--- config.mk ---
export PLATFORM = sky130hd
export DESIGN_NAME = gf64_butterfly_top
export DESIGN_NICKNAME = d
export VERILOG_FILES = /design/src/logic/gf64_pkg.sv /design/src/logic/gf64_butterfly_top.sv /design/src/logic/gf64_final_red.sv /design/src/logic/gf64_pmr_addsub.sv /design/src/logic/gf64_delay_side.sv
export SDC_FILE = /design/constraint.sdc
export NUM_CORES = 2
export LEC_CHECK = 0
export ABC_AREA = 0
export BUFFER_PORTS_ARGS = -buffer_cell sky130_fd_sc_hd__buf_2
export CAP_MARGIN = 20
export CORE_MARGIN = 1.5
export CORE_UTILIZATION = 50
export CTS_CLUSTER_DIAMETER = 150
export DETAILED_ROUTE_END_ITERATION = 8
export GPL_TIMING_DRIVEN = 0
export PLACE_DENSITY = 0.75
export RECOVER_POWER = 50
export SETUP_SLACK_MARGIN = 0.05
export SLEW_MARGIN = 15
export SYNTH_ARGS = -nofsm -noshare
export SYNTH_HDL_FRONTEND = slang
export SYNTH_HIERARCHICAL = 1
export SYNTH_SLANG_ARGS = --single-unit
--- constraint.sdc ---
create_clock -name clk -period 5.2 [get_ports clk]
set_input_delay 0.26 -clock clk [delete_from_list [all_inputs] [get_ports clk]]
set_output_delay 0.26 -clock clk [all_outputs]
set_load 0.005 [all_outputs]
--- src/logic/gf64_pkg.sv ---
// Shared constants and types for the GF64 add/subtract butterfly
// Field word fixed at 64 bits with prime p = 2^64 - 2^32 + 1
// Operands and partial results are two's complement
package gf64_pkg;

  // --------------------------------------------------------------------------
  // Field widths
  // --------------------------------------------------------------------------

  // Field word width, must stay even for the 2^32 fold
  localparam int MOD_W = 64;

  // Operand width with one extra magnitude bit and a sign bit
  localparam int OP_W = MOD_W + 2;

  // Partial reduction result, signed
  localparam int PMR_W = MOD_W + 2;

  // Fold position, 2^64 = 2^32 - 1 mod p
  localparam int MID_W = MOD_W / 2;

  // Goldilocks prime
  localparam logic [MOD_W-1:0] GF64_P = 64'hFFFF_FFFF_0000_0001;

  // --------------------------------------------------------------------------
  // Side data
  // --------------------------------------------------------------------------

  // User tag carried beside each item
  typedef logic [7:0] tag_t;

  // --------------------------------------------------------------------------
  // Stage latencies in clock cycles
  // --------------------------------------------------------------------------

  // Input reg, sum reg, output reg
  localparam int PMR_LAT = 3;
  // Offset reg, output reg
  localparam int RED_LAT = 2;
  // Whole lane
  localparam int TOP_LAT = PMR_LAT + RED_LAT;

endpackage
--- src/logic/gf64_butterfly_top.sv ---
// Add/subtract half of a GF64 radix-2 butterfly, sum = a+b, diff = a-b mod p
// Both lanes have identical latency, so only the sum lane's strobe is used
// No back-pressure, outputs are valid for a single cycle
module gf64_butterfly_top (
  input  logic                       clk,
  input  logic                       rst_n,
  input  logic [gf64_pkg::OP_W-1:0]  a,
  input  logic [gf64_pkg::OP_W-1:0]  b,
  input  logic                       in_avail,
  input  gf64_pkg::tag_t             in_tag,
  output logic [gf64_pkg::MOD_W-1:0] sum,
  output logic [gf64_pkg::MOD_W-1:0] diff,
  output logic                       out_avail,
  output gf64_pkg::tag_t             out_tag
);
  import gf64_pkg::*;

  // Sum lane partial result
  logic [PMR_W-1:0] add_z;
  logic             add_z_avail;
  tag_t             add_z_tag;

  // Difference lane partial result
  logic [PMR_W-1:0] sub_z;
  logic             sub_z_avail;

  // --------------------------------------------------------------------------
  // Sum lane
  // --------------------------------------------------------------------------
  gf64_pmr_addsub #(
    .SUB (1'b0)
  ) u_add_pmr (
    .clk       (clk),
    .rst_n     (rst_n),
    .a         (a),
    .b         (b),
    .in_avail  (in_avail),
    .in_tag    (in_tag),
    .z         (add_z),
    .out_avail (add_z_avail),
    .out_tag   (add_z_tag)
  );

  gf64_final_red u_add_red (
    .clk       (clk),
    .rst_n     (rst_n),
    .z         (add_z),
    .in_avail  (add_z_avail),
    .r         (sum),
    .out_avail (out_avail)
  );

  // Tag catch-up across the final stage
  gf64_delay_side #(
    .LATENCY (RED_LAT),
    .side_t  (tag_t)
  ) u_tag_dly (
    .clk       (clk),
    .rst_n     (rst_n),
    .in_avail  (add_z_avail),
    .out_avail (),
    .in_side   (add_z_tag),
    .out_side  (out_tag)
  );

  // --------------------------------------------------------------------------
  // Difference lane
  // --------------------------------------------------------------------------
  // Strobe and tag copies stay open
  gf64_pmr_addsub #(
    .SUB (1'b1)
  ) u_sub_pmr (
    .clk       (clk),
    .rst_n     (rst_n),
    .a         (a),
    .b         (b),
    .in_avail  (in_avail),
    .in_tag    (in_tag),
    .z         (sub_z),
    .out_avail (sub_z_avail),
    .out_tag   ()
  );

  gf64_final_red u_sub_red (
    .clk       (clk),
    .rst_n     (rst_n),
    .z         (sub_z),
    .in_avail  (sub_z_avail),
    .r         (diff),
    .out_avail ()
  );

endmodule

--- src/logic/gf64_final_red.sv ---
// Final reduction of a signed partial result to a canonical residue in [0, p)
// Input must lie in [-2p, 2p), which gf64_pmr_addsub guarantees
// Fixed latency of RED_LAT cycles, no stall
module gf64_final_red (
  input  logic                       clk,
  input  logic                       rst_n,
  input  logic [gf64_pkg::PMR_W-1:0] z,
  input  logic                       in_avail,
  output logic [gf64_pkg::MOD_W-1:0] r,
  output logic                       out_avail
);
  import gf64_pkg::*;

  // p and 2p at the partial result width
  logic [PMR_W-1:0] p_ext;
  logic [PMR_W-1:0] p2_ext;

  assign p_ext  = {{(PMR_W-MOD_W){1'b0}}, GF64_P};
  assign p2_ext = {{(PMR_W-MOD_W-1){1'b0}}, GF64_P, 1'b0};

  // --------------------------------------------------------------------------
  // Stage one, lift negative values
  // --------------------------------------------------------------------------
  logic [PMR_W-1:0] z_plus_p;
  logic [PMR_W-1:0] z_plus_2p;
  logic [PMR_W-1:0] s0_pos;
  logic [PMR_W-1:0] s1_pos;

  // No overflow here since only negative z selects these sums
  assign z_plus_p  = z + p_ext;
  assign z_plus_2p = z + p2_ext;

  always_comb begin
    if (!z[PMR_W-1]) begin
      // Already non-negative, below 2p
      s0_pos = z;
    end else if (!z_plus_p[PMR_W-1]) begin
      // In [-p, 0)
      s0_pos = z_plus_p;
    end else begin
      // In [-2p, -p)
      s0_pos = z_plus_2p;
    end
  end

  always_ff @(posedge clk) begin
    s1_pos <= s0_pos;
  end

  // --------------------------------------------------------------------------
  // Stage two, strip whole multiples of p
  // --------------------------------------------------------------------------
  // s1_pos is in [0, 3p) so one compare pair is enough
  logic [PMR_W-1:0] s1_minus_p;
  logic [PMR_W-1:0] s1_minus_2p;
  logic [MOD_W-1:0] s1_r;
  logic [MOD_W-1:0] s2_r;

  assign s1_minus_p  = s1_pos - p_ext;
  assign s1_minus_2p = s1_pos - p2_ext;

  always_comb begin
    if (s1_pos >= p2_ext) begin
      s1_r = s1_minus_2p[MOD_W-1:0];
    end else if (s1_pos >= p_ext) begin
      s1_r = s1_minus_p[MOD_W-1:0];
    end else begin
      s1_r = s1_pos[MOD_W-1:0];
    end
  end

  always_ff @(posedge clk) begin
    s2_r <= s1_r;
  end

  assign r = s2_r;

  // --------------------------------------------------------------------------
  // Strobe alignment
  // --------------------------------------------------------------------------
  // No side payload on this stage, the tag travels outside
  gf64_delay_side #(
    .LATENCY (RED_LAT)
  ) u_side_dly (
    .clk       (clk),
    .rst_n     (rst_n),
    .in_avail  (in_avail),
    .out_avail (out_avail),
    .in_side   (1'b0),
    .out_side  ()
  );

endmodule

--- src/logic/gf64_pmr_addsub.sv ---
// Signed add (SUB=0) or subtract (SUB=1) with partial reduction mod p
// Inputs are 66-bit two's complement, result is 66-bit signed, not canonical
// Result range is roughly [-2^34, 2^64 + 3*2^32), well inside [-2p, 2p)
// Fixed latency of PMR_LAT cycles, no stall
module gf64_pmr_addsub #(
  parameter bit SUB = 1'b0
) (
  input  logic                       clk,
  input  logic                       rst_n,
  input  logic [gf64_pkg::OP_W-1:0]  a,
  input  logic [gf64_pkg::OP_W-1:0]  b,
  input  logic                       in_avail,
  input  gf64_pkg::tag_t             in_tag,
  output logic [gf64_pkg::PMR_W-1:0] z,
  output logic                       out_avail,
  output gf64_pkg::tag_t             out_tag
);
  import gf64_pkg::*;

  // Fold relies on an even word
  generate
    if ((MOD_W % 2) != 0) begin : gen_bad_mod_w
      $fatal(1, "gf64_pmr_addsub: MOD_W (%0d) must be even", MOD_W);
    end
  endgenerate

  // --------------------------------------------------------------------------
  // Input register
  // --------------------------------------------------------------------------
  logic [OP_W-1:0] s0_a;
  logic [OP_W-1:0] s0_b;

  always_ff @(posedge clk) begin
    s0_a <= a;
    s0_b <= b;
  end

  // --------------------------------------------------------------------------
  // Add or subtract, one bit wider so nothing overflows
  // --------------------------------------------------------------------------
  logic [OP_W:0] s0_a_ext;
  logic [OP_W:0] s0_b_ext;
  logic [OP_W:0] s0_res;
  logic [OP_W:0] s1_res;

  // Sign extend by one bit
  assign s0_a_ext = {s0_a[OP_W-1], s0_a};
  assign s0_b_ext = {s0_b[OP_W-1], s0_b};
  assign s0_res   = SUB ? (s0_a_ext - s0_b_ext) : (s0_a_ext + s0_b_ext);

  always_ff @(posedge clk) begin
    s1_res <= s0_res;
  end

  // --------------------------------------------------------------------------
  // Partial fold with 2^64 = 2^32 - 1 mod p
  // --------------------------------------------------------------------------
  // s1_res = low + carry * 2^64 - sign * 2^66
  // carry term becomes carry * (2^32 - 1)
  // sign term becomes 4 * (2^32 - 1)
  logic                    s1_sign;
  logic [OP_W-MOD_W-1:0]   s1_carry;
  logic [PMR_W-1:0]        s1_low;
  logic [PMR_W-1:0]        s1_carry_fold;
  logic [PMR_W-1:0]        s1_sign_fold;
  logic [PMR_W-1:0]        s1_z;

  assign s1_sign  = s1_res[OP_W];
  assign s1_carry = s1_res[OP_W-1:MOD_W];

  // Low word, zero extended to the result width
  assign s1_low = {{(PMR_W-MOD_W){1'b0}}, s1_res[MOD_W-1:0]};

  // carry * 2^32 - carry
  assign s1_carry_fold = {{(PMR_W-MID_W-(OP_W-MOD_W)){1'b0}}, s1_carry, {MID_W{1'b0}}}
                       - {{(PMR_W-(OP_W-MOD_W)){1'b0}}, s1_carry};

  // (2^32 - 1) shifted up by the carry width
  assign s1_sign_fold = {{(PMR_W-MID_W-(OP_W-MOD_W)){1'b0}},
                         {MID_W{s1_sign}},
                         {(OP_W-MOD_W){1'b0}}};

  // Two's complement wrap gives the signed result directly
  assign s1_z = s1_low + s1_carry_fold - s1_sign_fold;

  // --------------------------------------------------------------------------
  // Output register
  // --------------------------------------------------------------------------
  logic [PMR_W-1:0] s2_z;

  always_ff @(posedge clk) begin
    s2_z <= s1_z;
  end

  assign z = s2_z;

  // Strobe and tag follow the three data registers
  gf64_delay_side #(
    .LATENCY (PMR_LAT),
    .side_t  (tag_t)
  ) u_side_dly (
    .clk       (clk),
    .rst_n     (rst_n),
    .in_avail  (in_avail),
    .out_avail (out_avail),
    .in_side   (in_tag),
    .out_side  (out_tag)
  );

endmodule

--- src/logic/gf64_delay_side.sv ---
// Fixed delay line for an avail strobe and a typed side payload
// Only the strobe chain is reset, the payload chain powers up unknown
// LATENCY must be at least 1
module gf64_delay_side #(
  parameter int  LATENCY = 1,
  parameter type side_t  = logic
) (
  input  logic  clk,
  input  logic  rst_n,
  input  logic  in_avail,
  output logic  out_avail,
  input  side_t in_side,
  output side_t out_side
);

  // Zero or negative depth makes no sense here
  generate
    if (LATENCY < 1) begin : gen_bad_latency
      $fatal(1, "gf64_delay_side: LATENCY (%0d) must be at least 1", LATENCY);
    end
  endgenerate

  // --------------------------------------------------------------------------
  // Strobe chain
  // --------------------------------------------------------------------------
  logic avail_q [LATENCY];

  always_ff @(posedge clk or negedge rst_n) begin
    if (!rst_n) begin
      for (int i = 0; i < LATENCY; i++) begin
        avail_q[i] <= 1'b0;
      end
    end else begin
      avail_q[0] <= in_avail;
      for (int i = 1; i < LATENCY; i++) begin
        avail_q[i] <= avail_q[i-1];
      end
    end
  end

  // --------------------------------------------------------------------------
  // Payload chain
  // --------------------------------------------------------------------------
  side_t side_q [LATENCY];

  // Plain shift, qualified downstream by the strobe
  always_ff @(posedge clk) begin
    side_q[0] <= in_side;
    for (int i = 1; i < LATENCY; i++) begin
      side_q[i] <= side_q[i-1];
    end
  end

  assign out_avail = avail_q[LATENCY-1];
  assign out_side  = side_q[LATENCY-1];

endmodule

==> summary.md <==
| Metric | Value |
|---|---|
| Final Skew | 28.3 ps |
| Avg WL per Cell | 18.6 um |
| Vias in the first global route | 32571 |
| Vias per cell | 5.53 |
| Row cnt | 105 |
| Max-Cap Viols | 0 |
| Total die area | 84600 um^2 |
| Reg power frac | 0.352 |
| Final Hold Viols | 0 |
| Clk Latency, worst-skew pair | 670 ps |
| Slowest CP cell | or4_4 |
| Final wirelength | 114000 um |
| Worst vdd ir | 0.343 mV |
| NumNets Final | 5472 |
| Worst Hold Class | input pin to register |
| Core area | 82000 um^2 |
| Pwr per Cell Area | 596 nW/um^2 |
| Setup slack after layout | 143 ps |
| Critical Path RT | 5740 ps |
| Actual slew at the worst max-slew pin | 1040 ps |
| CTS root buffer | clkbuf_16 |
| Clock Sinks | 835 |
| Slew Limit Fails | 0 |
| Leak | 20.9 nW |
| Chip width | 291 um |
| Power Total | 0.0291 W |
| P_sw | 0.0117 W |
| Placed Cells | 5780 |
| Slew HR | 0.293 |
| Netlist Area Pre-Place | 41400 um^2 |
| Drt pass-1 iters | 6 |
| Min Tclk post-route | 5060 ps |
| Routed Antenna Nets | 0 |
| Post-DP HPWL | 89100 um |
| Comb power frac | 0.426 |
| R2r setup slk | 140 ps |
| Iteration-0 DRC Markers | 2558 |
| Layout cells sized above 1 | 0.0882 |
| Clock buffer depth | 3 |
| R2R depth | 17 |
| Max Freq | 198 MHz |
| Starting Density | 0.505 |
| Most common cell after layout, fill and taps aside | dfxtp_1 |
| Fin cells | 6093 |
| TritonCTS clock tree | yes |
| Worst r2r src | u_sub_pmr/z[35] |
| CP Capture Type | register |
| Die Y | 291 um |
| Cell internal pwr | 0.0173 W |
| Largest net degree at the start of global routing | 31 |
| Area Growth Syn to Fin | 17.7% |
| Syn. warnings | 6 |
| Post-Syn Instances | 4399 |
| Most frequent cells in the layout | dfxtp_1 (830), a21oi_1 (327), nand2_1 (324), ha_1 (313), xnor2_1 (303) |
| CP max stage delay | 570 ps |
| HP Start | in_tag[3] |
| Routability cong. | 0.984 |
| Setup WS pre-CTS | -158 ps |
| Crit-path cells | or4_4, or2_4, nor3_4, nand3_2, or4b_4, a211o_2, nand2_1, ha_1, clkbuf_1, inv_1, o211ai_1, nor2_2, nand3_2, nor2_4, and4_1, or3b_2, xnor2_1 |
| CTS buffer count | 87 |
| WHS Endpoint | u_add_pmr/u_side_dly/side_q[0][3] |
| Startpoint types | register |
| Clock Power Share | 0.222 |
| CP max FO | 9 |
| Cell with the most instances on the worst path | nand3_2 |
| Via count | 33675 |
| RSZ-0062 raised after global routing | true |
| DRC | 0 |
| Sw frac | 0.404 |
| Status | complete, no violations |
| First-pass GRT wire length | 178000 um |
| Final setup fails | 0 |
| GRT overflow | 0 |
| IO buf count | 279 |
| Initial antenna violation count | 2 |
| Overall routing resource usage | 0.263 |
| Arr. time, crit path | 5600 ps |
| H-tree depth | 3 |
| Final Hold Slack | 238 ps |
| Tcrit/Tclk final | 0.972 |
| Crit Path Class | register to register |
| Syn avg cell area | 9.41 um^2 |
| Reg2Reg Capture Point | u_sub_red/s1_pos[27] |
| Clock transition at path regs | 60 ps |
| WHS Path Cells | 2 |
| I/O pin cnt | 280 |
| Core Util, Final | 0.595 |
==> how the worst max path moves through the flow <==
stage                                    start              endpoint  slack [ps]
after global routing           u_add_pmr/z[35]  u_add_red/s1_pos[27]         -20
after floorplan           u_sub_pmr/s1_res[66]       u_sub_pmr/z[55]         620
final                          u_sub_pmr/z[35]  u_sub_red/s1_pos[27]         140
after CTS                      u_sub_pmr/z[35]  u_sub_red/s1_pos[27]          80
after detailed placement       u_sub_pmr/z[51]  u_sub_red/s1_pos[27]        -160
after global placement    u_sub_pmr/s1_res[64]       u_sub_pmr/z[64]        -540
==> cell type report <==
class / instances / area [um^2]
well taps: 1070 / 1340
repair buffers: 431 / 2720
multi-input cells: 3171 / 23100
clock inverters: 49 / 609
plain buffers: 130 / 628
fillers: 7073 / 33200
inverters: 293 / 1100
clock buffers: 113 / 2460
diodes: 1 / 2.50
flip-flops and latches: 835 / 16700
==> state kept, by name, summed over array words and instances, names as in the netlist, 16 cells and up <==
name and cells:
u_sub_pmr/s0_b 66, u_add_pmr/s0_b 66, u_add_red/r 64, u_sub_red/r 64
u_add_pmr/s0_a 66, u_sub_pmr/s1_res 67, u_add_red/s1_pos 66, u_add_pmr/z 66
u_add_pmr/s1_res 67, u_tag_dly/side_q 16, u_add_pmr/u_side_dly/side_q 24, u_sub_pmr/s0_a 66
u_sub_red/s1_pos 66, u_sub_pmr/z 66
==> worst max-delay path, delay by kind of cell, from the launching register on <==
kind / cells / cell delay (ps)
simple gates: 11 / 3330
compound gates: 2 / 500
buf+inv: 2 / 400
flops: 1 / 350
fa+ha+maj: 1 / 210
xor+xnor: 1 / 140
==> metrics by stage <==
step | cell area [um^2] | TNS, ps
after floorplan | 41500 | 0
after global placement | 44300 | -3640
after detailed placement | 44300 | -246
after CTS | 48800 | 0
after global routing | 48700 | -23.0
final | 48700 | 0
==> power by group through the flow <==
stage	clock (W)	sequential, W	combinational, W
floorplan	0	0.00985	0.00864
global placement	0	0.0103	0.0119
detailed placement	0	0.0103	0.0120
CTS	0.00658	0.0102	0.0122
global route	0.00685	0.0105	0.0136
finish	0.00645	0.0102	0.0124
==> routing by layer <==
layer / share of wire / vias up / global-route usage
li1: - / 16581 / -
met3: 0.058 / 194 / 0.0377
met2: 0.45 / 1146 / 0.425
met1: 0.46 / 15752 / 0.358
met4: 0.031 / 2 / 0.0899
met5: 0.00040 / - / 0
==> repair_timing <==
action / 4_1_cts / 5_1_grt
gates cloned: 0 / 0
buffers inserted: 0 / 7
resized for setup: 6 / 15
pin swaps: 0 / 3
hold endpoints to repair: 278 / 0
setup endpoints to repair: 4 / 21
hold buffers: 143 / 0
Power figures use the tool's default switching activity.
